===== src/rtl/risc8_pkg.sv =====
`default_nettype none

package risc8_pkg;

	// basic data widths
	typedef logic [7:0] byte_t;
	typedef logic [15:0] word_t;
	typedef logic [4:0] reg_sel_t;

	// low byte of each pointer pair
	localparam reg_sel_t PTR_X = 5'd26;
	localparam reg_sel_t PTR_Y = 5'd28;
	localparam reg_sel_t PTR_Z = 5'd30;

	// status register bit positions
	localparam int FLAG_C = 0;
	localparam int FLAG_Z = 1;
	localparam int FLAG_N = 2;
	localparam int FLAG_V = 3;
	localparam int FLAG_S = 4;
	localparam int FLAG_H = 5;

	// alu operations, carry-in is selected separately
	typedef enum logic [2:0] {
		MOVE,
		MOVR,
		ADD,
		SUB,
		AND,
		OR,
		EOR
	} alu_op_e;

	// instruction classes seen by the sequencer
	typedef enum logic [2:0] {
		ALU,
		RJMP,
		BRANCH,
		LD_PTR,
		ST_PTR,
		INVALID
	} instr_e;

	typedef struct packed {
		instr_e instr;
		alu_op_e op;
		logic use_carry;
		logic store_result;
		logic use_const;
		byte_t const_val;
		reg_sel_t sel_a;
		reg_sel_t sel_b;
		reg_sel_t sel_d;
		logic [2:0] bit_idx;
		// set for BRBC, clear for BRBS
		logic br_clear;
		word_t offset;
	} decoded_t;

	// latched at the end of stage one for the alu in stage two
	typedef struct packed {
		alu_op_e op;
		logic use_carry;
		logic store_result;
		logic use_const;
		byte_t const_val;
		reg_sel_t dest;
	} exec_t;

	typedef enum logic [1:0] {
		CYC_FIRST,
		CYC_ACCESS,
		CYC_LOAD
	} cyc_e;

endpackage

`default_nettype wire


===== src/rtl/risc8_decode.sv =====
`timescale 1ns/1ps
`default_nettype none

module risc8_decode import risc8_pkg::*; (
	input wire word_t opcode,
	output decoded_t dec
);
	// operand fields of the opcode
	reg_sel_t op_rd;
	reg_sel_t op_rr;
	reg_sel_t op_rdi;
	reg_sel_t op_ptr;
	byte_t op_k;

	assign op_rd = opcode[8:4];
	assign op_rr = {opcode[9], opcode[3:0]};
	// immediate forms only reach r16 to r31
	assign op_rdi = {1'b1, opcode[7:4]};
	assign op_k = {opcode[11:8], opcode[3:0]};
	// 11 is X, 10 is Y, 00 is Z
	assign op_ptr = (opcode[3:2] == 2'b11) ? PTR_X : (opcode[3] ? PTR_Y : PTR_Z);

	// register-register alu group
	alu_op_e r_op;
	logic r_ok;
	logic r_carry;
	logic r_store;

	always_comb begin
		r_ok = 1'b1;
		r_carry = 1'b0;
		r_store = 1'b1;
		r_op = MOVE;
		case (opcode[15:10])
			6'b000011: r_op = ADD;
			6'b000111: begin
				// ADC
				r_op = ADD;
				r_carry = 1'b1;
			end
			6'b000110: r_op = SUB;
			6'b000010: begin
				// SBC
				r_op = SUB;
				r_carry = 1'b1;
			end
			6'b000101: begin
				// CP, flags only
				r_op = SUB;
				r_store = 1'b0;
			end
			6'b001000: r_op = AND;
			6'b001001: r_op = EOR;
			6'b001010: r_op = OR;
			6'b001011: r_op = MOVR;
			default: r_ok = 1'b0;
		endcase
	end

	// register-immediate alu group
	alu_op_e i_op;
	logic i_ok;
	logic i_carry;
	logic i_store;

	always_comb begin
		i_ok = 1'b1;
		i_carry = 1'b0;
		i_store = 1'b1;
		i_op = MOVE;
		case (opcode[15:12])
			4'b0011: begin
				// CPI
				i_op = SUB;
				i_store = 1'b0;
			end
			4'b0100: begin
				// SBCI
				i_op = SUB;
				i_carry = 1'b1;
			end
			4'b0101: i_op = SUB;
			4'b0110: i_op = OR;
			4'b0111: i_op = AND;
			// LDI just moves K into Rd
			4'b1110: i_op = MOVR;
			default: i_ok = 1'b0;
		endcase
	end

	always_comb begin
		// anything unmatched stays INVALID with no writeback
		dec = '0;
		dec.instr = INVALID;
		dec.op = MOVE;
		dec.sel_a = op_rd;
		dec.sel_b = op_rr;
		dec.sel_d = op_rd;
		dec.bit_idx = opcode[2:0];
		dec.br_clear = opcode[10];

		if (r_ok) begin
			dec.instr = ALU;
			dec.op = r_op;
			dec.use_carry = r_carry;
			dec.store_result = r_store;
		end else if (i_ok) begin
			dec.instr = ALU;
			dec.op = i_op;
			dec.use_carry = i_carry;
			dec.store_result = i_store;
			dec.use_const = 1'b1;
			dec.const_val = op_k;
			dec.sel_a = op_rdi;
			dec.sel_d = op_rdi;
		end else begin
			casez (opcode)
				16'b1100_????_????_????: begin
					dec.instr = RJMP;
					dec.offset = {{4{opcode[11]}}, opcode[11:0]};
				end
				16'b1111_0???_????_????: begin
					// BRBS / BRBC, 7 bit signed offset
					dec.instr = BRANCH;
					dec.offset = {{9{opcode[9]}}, opcode[9:3]};
				end
				16'b1001_000?_????_1100,
				16'b1000_000?_????_?000: begin
					dec.instr = LD_PTR;
					dec.sel_a = op_ptr;
				end
				16'b1001_001?_????_1100,
				16'b1000_001?_????_?000: begin
					// Rr sits in the Rd field for stores
					dec.instr = ST_PTR;
					dec.sel_a = op_ptr;
					dec.sel_b = op_rd;
				end
				default: dec.instr = INVALID;
			endcase
		end
	end

endmodule

`default_nettype wire


===== src/rtl/risc8_regs.sv =====
`timescale 1ns/1ps
`default_nettype none

module risc8_regs import risc8_pkg::*; (
	input wire clk,
	input wire reset,
	input wire reg_sel_t sel_a,
	input wire reg_sel_t sel_b,
	output word_t reg_a,
	output byte_t reg_b,
	input wire reg_sel_t sel_d,
	input wire byte_t wdata,
	input wire write
);
	byte_t regs [32];

	// upper byte of the pair, wraps from r31 to r0
	reg_sel_t sel_a_hi;
	assign sel_a_hi = sel_a + 5'd1;

	// write port
	always_ff @(posedge clk) begin
		if (reset) begin
			for (int i = 0; i < 32; i++) begin
				regs[i] <= '0;
			end
		end else if (write) begin
			regs[sel_d] <= wdata;
		end
	end

	// registered reads, a write landing on the same edge is forwarded
	always_ff @(posedge clk) begin
		if (write && sel_d == sel_a)
			reg_a[7:0] <= wdata;
		else
			reg_a[7:0] <= regs[sel_a];

		if (write && sel_d == sel_a_hi)
			reg_a[15:8] <= wdata;
		else
			reg_a[15:8] <= regs[sel_a_hi];

		if (write && sel_d == sel_b)
			reg_b <= wdata;
		else
			reg_b <= regs[sel_b];
	end

endmodule

`default_nettype wire


===== src/rtl/risc8_alu.sv =====
`timescale 1ns/1ps
`default_nettype none

module risc8_alu import risc8_pkg::*; (
	input wire exec_t ex,
	input wire word_t rd_in,
	input wire byte_t rr_in,
	input wire byte_t sreg_in,
	output word_t alu_out,
	output byte_t sreg_next
);
	byte_t op_a;
	byte_t op_b;
	byte_t res;
	logic [8:0] sum;
	logic carry_in;
	logic half;
	logic ovf;
	// arithmetic ops touch C and H as well
	logic is_arith;
	logic flags_upd;

	assign op_a = rd_in[7:0];
	// immediates and load data arrive through the constant
	assign op_b = ex.use_const ? ex.const_val : rr_in;
	assign carry_in = ex.use_carry & sreg_in[FLAG_C];

	always_comb begin
		sum = '0;
		half = 1'b0;
		ovf = 1'b0;
		is_arith = 1'b0;
		flags_upd = 1'b1;
		res = op_a;
		case (ex.op)
			MOVE: flags_upd = 1'b0;
			MOVR: begin
				res = op_b;
				flags_upd = 1'b0;
			end
			ADD: begin
				sum = {1'b0, op_a} + {1'b0, op_b} + {8'h00, carry_in};
				res = sum[7:0];
				is_arith = 1'b1;
				half = (op_a[3] & op_b[3]) | (op_b[3] & ~res[3]) | (~res[3] & op_a[3]);
				ovf = (op_a[7] & op_b[7] & ~res[7]) | (~op_a[7] & ~op_b[7] & res[7]);
			end
			SUB: begin
				// sum[8] ends up as the borrow
				sum = {1'b0, op_a} - {1'b0, op_b} - {8'h00, carry_in};
				res = sum[7:0];
				is_arith = 1'b1;
				half = (~op_a[3] & op_b[3]) | (op_b[3] & res[3]) | (res[3] & ~op_a[3]);
				ovf = (op_a[7] & ~op_b[7] & ~res[7]) | (~op_a[7] & op_b[7] & res[7]);
			end
			AND: res = op_a & op_b;
			OR: res = op_a | op_b;
			EOR: res = op_a ^ op_b;
			default: flags_upd = 1'b0;
		endcase
	end

	// high byte passes through so MOVE hands on a whole pair
	assign alu_out = {rd_in[15:8], res};

	always_comb begin
		sreg_next = sreg_in;
		if (flags_upd) begin
			if (is_arith) begin
				sreg_next[FLAG_C] = sum[8];
				sreg_next[FLAG_H] = half;
			end
			// logic ops clear V
			sreg_next[FLAG_V] = ovf;
			sreg_next[FLAG_N] = res[7];
			sreg_next[FLAG_S] = res[7] ^ ovf;
			// carry chains only keep Z if the lower bytes were zero too
			sreg_next[FLAG_Z] = (res == 8'h00) & (~ex.use_carry | sreg_in[FLAG_Z]);
		end
	end

endmodule

`default_nettype wire


===== src/rtl/risc8_sequencer.sv =====
`timescale 1ns/1ps
`default_nettype none

module risc8_sequencer import risc8_pkg::*; (
	input wire clk,
	input wire reset,
	input wire word_t cdata,
	input wire decoded_t dec,
	output word_t opcode,
	input wire word_t reg_a,
	input wire byte_t reg_b,
	input wire byte_t sreg_next,
	output byte_t sreg,
	output reg_sel_t sel_a,
	output reg_sel_t sel_b,
	output exec_t ex,
	output reg_sel_t wr_sel,
	output logic wr_en,
	output word_t pc,
	output word_t data_addr,
	output logic data_wen,
	output logic data_ren,
	output byte_t data_write,
	input wire byte_t data_read
);
	// pc_q is the address of the word now on cdata
	word_t pc_q;
	word_t next_pc;
	cyc_e cyc;
	cyc_e next_cyc;
	word_t prev_opcode;
	byte_t sreg_q;
	exec_t ex_q;
	exec_t ex_d;

	// multi-cycle instructions keep decoding the same opcode
	assign opcode = (cyc == CYC_FIRST) ? cdata : prev_opcode;

	// fetch address for the following cycle
	assign pc = reset ? '0 : next_pc;

	assign sreg = sreg_q;
	assign ex = ex_q;
	// stage two writes back what stage one latched
	assign wr_sel = ex_q.dest;
	assign wr_en = ex_q.store_result;

	always_comb begin
		next_pc = pc_q + 16'd1;
		next_cyc = CYC_FIRST;
		data_addr = '0;
		data_wen = 1'b0;
		data_ren = 1'b0;
		data_write = '0;

		sel_a = dec.sel_a;
		sel_b = dec.sel_b;

		ex_d.op = dec.op;
		ex_d.use_carry = dec.use_carry;
		ex_d.store_result = dec.store_result;
		ex_d.use_const = dec.use_const;
		ex_d.const_val = dec.const_val;
		ex_d.dest = dec.sel_d;

		case (dec.instr)
			RJMP: next_pc = pc_q + dec.offset + 16'd1;
			BRANCH: begin
				// flags of the instruction still in the alu
				if (sreg_next[dec.bit_idx] != dec.br_clear)
					next_pc = pc_q + dec.offset + 16'd1;
			end
			ST_PTR: begin
				if (cyc == CYC_FIRST) begin
					// wait for the pointer pair and Rr
					next_cyc = CYC_ACCESS;
				end else begin
					data_wen = 1'b1;
					data_addr = reg_a;
					data_write = reg_b;
				end
			end
			LD_PTR: begin
				case (cyc)
					CYC_FIRST: next_cyc = CYC_ACCESS;
					CYC_ACCESS: begin
						data_ren = 1'b1;
						data_addr = reg_a;
						next_cyc = CYC_LOAD;
					end
					default: begin
						// read data goes into Rd through the alu
						ex_d.op = MOVR;
						ex_d.store_result = 1'b1;
						ex_d.use_const = 1'b1;
						ex_d.const_val = data_read;
					end
				endcase
			end
			default: begin
				// alu and invalid opcodes take the decoder fields as they are
				next_cyc = CYC_FIRST;
			end
		endcase
	end

	always_ff @(posedge clk) begin
		prev_opcode <= opcode;
		if (reset) begin
			pc_q <= '0;
			cyc <= CYC_FIRST;
			sreg_q <= '0;
			ex_q <= '0;
		end else begin
			// pc holds until the last cycle of the instruction
			if (next_cyc == CYC_FIRST)
				pc_q <= next_pc;
			cyc <= next_cyc;
			sreg_q <= sreg_next;
			ex_q <= ex_d;
		end
	end

endmodule

`default_nettype wire


===== src/rtl/risc8_core.sv =====
`timescale 1ns/1ps
`default_nettype none

module risc8_core import risc8_pkg::*; (
	input wire clk,
	input wire reset,
	// synchronous program memory, one word per cycle
	output word_t pc,
	input wire word_t cdata,
	// data memory
	output word_t data_addr,
	output logic data_wen,
	output logic data_ren,
	output byte_t data_write,
	input wire byte_t data_read
);
	word_t opcode;
	decoded_t dec;
	reg_sel_t sel_a;
	reg_sel_t sel_b;
	word_t reg_a;
	byte_t reg_b;
	exec_t ex;
	reg_sel_t wr_sel;
	logic wr_en;
	word_t alu_out;
	byte_t sreg;
	byte_t sreg_next;

	risc8_decode decode_i (
		.opcode(opcode),
		.dec(dec)
	);

	risc8_sequencer seq_i (
		.clk(clk),
		.reset(reset),
		.cdata(cdata),
		.dec(dec),
		.opcode(opcode),
		.reg_a(reg_a),
		.reg_b(reg_b),
		.sreg_next(sreg_next),
		.sreg(sreg),
		.sel_a(sel_a),
		.sel_b(sel_b),
		.ex(ex),
		.wr_sel(wr_sel),
		.wr_en(wr_en),
		.pc(pc),
		.data_addr(data_addr),
		.data_wen(data_wen),
		.data_ren(data_ren),
		.data_write(data_write),
		.data_read(data_read)
	);

	// writeback takes the low byte of the alu result
	risc8_regs regs_i (
		.clk(clk),
		.reset(reset),
		.sel_a(sel_a),
		.sel_b(sel_b),
		.reg_a(reg_a),
		.reg_b(reg_b),
		.sel_d(wr_sel),
		.wdata(alu_out[7:0]),
		.write(wr_en)
	);

	risc8_alu alu_i (
		.ex(ex),
		.rd_in(reg_a),
		.rr_in(reg_b),
		.sreg_in(sreg),
		.alu_out(alu_out),
		.sreg_next(sreg_next)
	);

endmodule

`default_nettype wire


===== config.mk =====
export PLATFORM = sky130hd
export DESIGN_NAME = risc8_core
export DESIGN_NICKNAME = d
export VERILOG_FILES = /design/src/rtl/risc8_pkg.sv /design/src/rtl/risc8_decode.sv /design/src/rtl/risc8_regs.sv /design/src/rtl/risc8_alu.sv /design/src/rtl/risc8_sequencer.sv /design/src/rtl/risc8_core.sv
export SDC_FILE = /design/constraint.sdc
export NUM_CORES = 1
export LEC_CHECK = 0
export BUFFER_PORTS_ARGS = -buffer_cell sky130_fd_sc_hd__buf_2
export CAP_MARGIN = 10
export CORE_ASPECT_RATIO = 0.8
export CORE_MARGIN = 5
export CORE_UTILIZATION = 50
export DETAILED_ROUTE_END_ITERATION = 16
export PLACE_DENSITY = 0.66
export SLEW_MARGIN = 20
export SYNTH_ARGS = -nofsm -noshare
export SYNTH_HDL_FRONTEND = slang
export SYNTH_HIERARCHICAL = 1
export SYNTH_SLANG_ARGS = --single-unit

===== constraint.sdc =====
create_clock -name clk -period 15.5 [get_ports clk]
set_input_delay 0 -clock clk [delete_from_list [all_inputs] [get_ports clk]]
set_output_delay 0 -clock clk [all_outputs]
set_load 0.005 [all_outputs]

# Yosys cells after proc, flatten, opt, wreduce, memory -nomap -nowiden
# Memory sizes are Yosys's and may differ from the RTL's.
# Cells that the tools add are included.
# totals
memories,1
inputBits,26
ramBits,256
ff_bits,83
# memory_table
name,depth,word_bits,read_ports,rd_clocked_by_memory_dff,wr,line,rtl
regs_i.regs,32,8,3,0,32,risc8_regs.sv:15,byte_t regs [32];
# classes
n_reduce_logical,19
add_sub_neg,8
n_bitwise,34
magnitude_cmp,1
muxes,66
n_eq_ne,37
# ops
cell,count
$mux 16,7
$pmux 16 s2,3
$mux 8,8
$pmux 8 s6,1
$mux 5,7
$add 16x1->16 const B,2
$eq 6x4->1 const B,4
$mux 24,1
$pmux 3 s4,2
$eq 11x11->1 const B,2
$mux 1,22
$eq 10x10->1 const B,2
$mux 10,2
$eq 6x3->1 const B,3
$pmux 3 s6,1
$pmux 9 s2,1
$add 16x16->16,1
$and 1x1->1,16
$eq 4x3->1 const B,4
$eq 5x5->1,3
$mux 14,1
$eq 3x2->1 const B,4
$eq 3x3->1 const B,4
$eq 6x2->1 const B,2
other kinds (35),62

# Longest topological paths before layout
# depth
depth_word,16
depth_mapped,21

# Modules after synthesis
# Netlist, hierarchy kept.
# modules_own_cells
mod,instances,area_each_um2,cells_per_inst
risc8_regs,1,17073.9,1255
risc8_sequencer,1,4007.6,478
risc8_alu,1,1916.8,268
risc8_decode,1,719.4,94

# Worst setup path after synthesis
# No wires, ideal clock.
# synth_path
path_kind,register -> register
from,"reg seq_i.ex_q, in the netlist seq_i/ex[13]"
to,reg seq_i.pc_q[11]
synth_period_minus_slack_ns,4.943
required_time_ns,15.430
setup_time_ns,0.070
path_stages_with_launch,21
path_buffers,1
arrival_ns,4.873
slack_ns,10.557
cell_sequence,dfxtp_1 > buf_2 > mux2i_1 > inv_1 > fa_1 > a21oi_1 > nor2b_1 > nor2_1 > fa_1 > a21oi_1 > nor2_1 > a211o_1 > a21oi_1 > or4b_1 > o32ai_2 > mux2_2 > mux4_2 > mux2_4 > nor2_8 > or3b_2 > a21oi_1
# synth_between
elab_cells_between_ends,47
cone_classes,add/sub (4); eq/ne (1); mux (12); bitwise (29); reduce/logical (1)
# synth_lines
element,line,rtl
"start, declared",risc8_sequencer.sv:33,exec_t ex_q;
"start signal, assigned",risc8_sequencer.sv:113,ex_q <= '0;
"start signal, assigned",risc8_sequencer.sv:120,ex_q <= ex_d;
$mux 8 *,risc8_alu.sv:25,assign op_b = ex.use_const ? ex.const_val : rr_in;
$sub 8x8->9 or $add 8x8->9 (tied branches),"risc8_alu.sv:50, risc8_alu.sv:42",
$sub 9x1->9 or $add 9x1->9 (tied branches),"risc8_alu.sv:50, risc8_alu.sv:42",
$pmux 8 s6 *,risc8_alu.sv:35,case (ex.op)
via alu_out[3],risc8_core.sv:26,word_t alu_out;
$logic_not 8->1 *,risc8_alu.sv:78,sreg_next[FLAG_Z] = (res == 8'h00) & (~ex.use_carry | sreg_in[FLAG_Z]);
$and 1x1->1 *,risc8_alu.sv:78,
$mux 6 *,risc8_alu.sv:68,if (flags_upd) begin
via sreg_next[1],risc8_core.sv:28,byte_t sreg_next;
$bmux 1 s3 *,risc8_sequencer.sv:70,if (sreg_next[dec.bit_idx] != dec.br_clear)
$mux 1 (not written as such) *,risc8_sequencer.sv:70,
$ne 1x1->1 *,risc8_sequencer.sv:70,
$mux 16 *,risc8_sequencer.sv:70,
$pmux 16 s2 *,risc8_sequencer.sv:66,case (dec.instr)
"end signal, assigned",risc8_sequencer.sv:117,pc_q <= next_pc;
"end, declared",risc8_sequencer.sv:27,word_t pc_q;
# Mark *: on every way through the listed nets, which the timed path passes. The rest lies on a longest branch. The select of a mux whose other input is x is not followed.
# A chain may end at the register's enable or synchronous reset.

# Worst setup path in the final report
# layout_path
from,"reg seq_i.ex_q, in the netlist seq_i/ex[13]"
to,out pc[0]
# layout_between
elab_cells_between_ends,48
cone_classes,add/sub (4); eq/ne (1); mux (13); bitwise (29); reduce/logical (1)
# layout_lines
element,line,rtl
$mux 8 *,risc8_alu.sv:25,
$sub 8x8->9 or $add 8x8->9 (tied branches),"risc8_alu.sv:50, risc8_alu.sv:42",
$sub 9x1->9 or $add 9x1->9 (tied branches),"risc8_alu.sv:50, risc8_alu.sv:42",
$pmux 8 s6 *,risc8_alu.sv:35,
via alu_out[3],risc8_core.sv:26,
$logic_not 8->1 *,risc8_alu.sv:78,
$and 1x1->1 *,risc8_alu.sv:78,
$mux 6 *,risc8_alu.sv:68,
via sreg_next[1],risc8_core.sv:28,
$bmux 1 s3 *,risc8_sequencer.sv:70,
$mux 1 (not written as such) *,risc8_sequencer.sv:70,
$ne 1x1->1 *,risc8_sequencer.sv:70,
$mux 16 *,risc8_sequencer.sv:70,
$pmux 16 s2 *,risc8_sequencer.sv:66,
$mux 16 *,risc8_sequencer.sv:40,assign pc = reset ? '0 : next_pc;
"end, declared",risc8_core.sv:8,"output word_t pc,"
# Marked as above.

==> results.yml <==
cells_and_area:
  syn_to_final_growth_pct: 8.02
  fillers: 3942
  fin_util_pct: 54.5
  multi_input_area_um2: 13200
  antennaDiodeCount: 0
  mostFrequentLayoutCells: "and2_1 (296), edfxtp_1 (256), mux4_2 (169)"
  nNetsFinal: 2151
  register_area_um2: 9390
  final_common_cell: "and2_1"
  drive_above_1_share_pct: 20.3
timing:
  setup_violations: 0
  tightest_slew_ps: 1080
  timing.final.crit_share_pct: 41.9
  relSlewSlack_pct: 27.7
  hold_viol: 0
  drv_slew: 0
  rsz0062_at_grt: "false"
  totalNegativeSetupSlack_ps: 0
  finalCriticalPeriod_ps: 6500
  max_freq_mhz: 154
  skew_ps: 21.9
global_route:
  grt_antenna_before_repair: 1
  track_usage_pct: 27.1
  grt_max_degree: 72
  grt_pass1_vias: 16900
  globalRouteOverflowTotal: 0
  grt_pass1_wl_um: 107000
clock_tree:
  clock-sinks: 341
  clkTransAtPathRegs_ps: 60
  clockRootBuffer: "clkbuf_16"
  clk_latency_ps: 560
  cts_tree: "built"
  clk_path_buf_depth: 3
  post_cts_resize_count: 0
  post_cts_buffers: 0
  htree_num_levels: 2
  cts_buffers: 39
pwr:
  power_switching_mw: 1.27
  clkPwrFrac_pct: 26.8
  intPower_mw: 2.06
  p_per_area_nw_per_um2: 130
  irDropWorstVdd_v: 0.0000930
  pwr-share-seq_pct: 34.0
  netSwitchingFraction_pct: 38.1
  p_leak_nw: 9.65
  p_comb_share_pct: 39.2
routing:
  via_per_inst: 6.54
  totalWireLength_um: 71700
  post-route-drc-count: 0
  wl_per_cell_um: 26.4
  vias: 17700
  dr.pass1.iters: 6
  drt_iter0_markers: 2092
  ant_nets: 0
yosys:
  avgSynthCellArea_um2: 11.3
  yosys_warnings: 6
  synth_nets: 2169
  synth_cells: 2086
  synth_area_um2: 23700
critical_path:
  crit_arrival_ps: 6500
  crit_required_ps: 15500
  end_kind: "primary output"
  crit_type: "reg -> out"
  cp_max_fo: 36
  startpoint_type: "flip-flop"
floorplan:
  start_util_pct: 50.4
  dieArea_um2: 51800
  std_cell_rows: 71
  io_pins: 68
  fp.coreArea_um2: 46900
  fp.dieH_um: 205
  die_x_um: 253
flow_run:
  cap_violations: 0
run_status:
  outcome: "complete, no violations"
placed_design:
  io_buffers: 67
  gp_congestion: 0.945
  hpwl_um: 49000
hold_path:
  min_path_type: "in -> reg"
[metal layers]
metal / track usage [%] / up-vias / wire (um)
li1: - / 7767 / -
met1: 40.4 / 8766 / 30400
met2: 40.4 / 1070 / 31700
met3: 5.57 / 142 / 7550
met4: 7.63 / 0 / 1950
met5: 0 / - / 0
[final timing paths]
kind / from / end / slack (ps) / cells after the start
worst max-delay path: seq_i/ex[13] / pc[0] / 9000 / 20
worst min-delay path: data_read[1] / seq_i/ex[6] / 280 / 4
worst max register to register: seq_i/ex[13] / seq_i/pc_q[0] / 9470 / 19
worst min register to register: seq_i/sreg[6] / seq_i/sreg[6] / 470 / 1
[critical path, stage by stage, from the launching register on]
cell      delay, ps
dfxtp_1         560
mux2i_1         420
inv_1           160
fa_1            590
inv_1            60
ha_1            180
o21a_1          230
o211ai_1        260
a211oi_1        110
o21ai_0         350
a21oi_2          90
buf_4           260
or4b_1          530
o32ai_2         230
mux2_2          190
mux4_2          350
mux2i_4         540
nand2_2         330
a21o_1          250
a21oi_1         110
buf_2           130
[power groups by stage]
stage / Sequential [mW] / Combinational (mW) / Clock [mW]
final: 1.13 / 1.31 / 0.893
after global routing: 1.14 / 1.39 / 0.945
after CTS: 1.13 / 1.28 / 0.911
after detailed placement: 1.15 / 1.27 / 0
after global placement: 1.15 / 1.25 / 0
after floorplan: 1.10 / 0.934 / 0
[flip-flops by register name (all words and copies together), names as in the netlist]
| name | flops |
|---|---|
| seq_i/prev_opcode | 16 |
| seq_i/ex | 13 |
| regs_i/reg_a | 16 |
| regs_i/regs | 256 |
| regs_i/reg_b | 8 |
| seq_i/wr_en | 1 |
| seq_i/sreg | 8 |
| seq_i/cyc | 2 |
| seq_i/wr_sel | 5 |
| seq_i/pc_q | 16 |
[timing repair]
item / 4_1_cts / 5_1_grt
setup endpoints to repair: 0 / 0
endpoints found under the hold margin: 37 / 0
hold buffers: 25 / 0
[layout make-up]
class	count	share of cell area (%)
multi-input combinational	1528	51.8
sequential	341	36.8
clock buffer	51	4.28
timing repair buffer	118	3.07
tap	620	3.04
inverter	40	0.588
clock inverter	17	0.495
[stage by stage]
step	cell area (um^2)	power, mW	hold WS (ps)	std cells	setup WS (ps)
2_1_floorplan	23700	2.04	136	2086	10560
3_3_place_gp	24100	2.40	272	2622	9680
3_5_place_dp	24100	2.42	273	2622	9530
4_1_cts	25500	3.32	232	2715	9020
5_1_grt	25500	3.48	304	2715	8570
6_report	25500	3.33	279	2715	9000
Note: power is estimated with default switching activity, not from simulation.
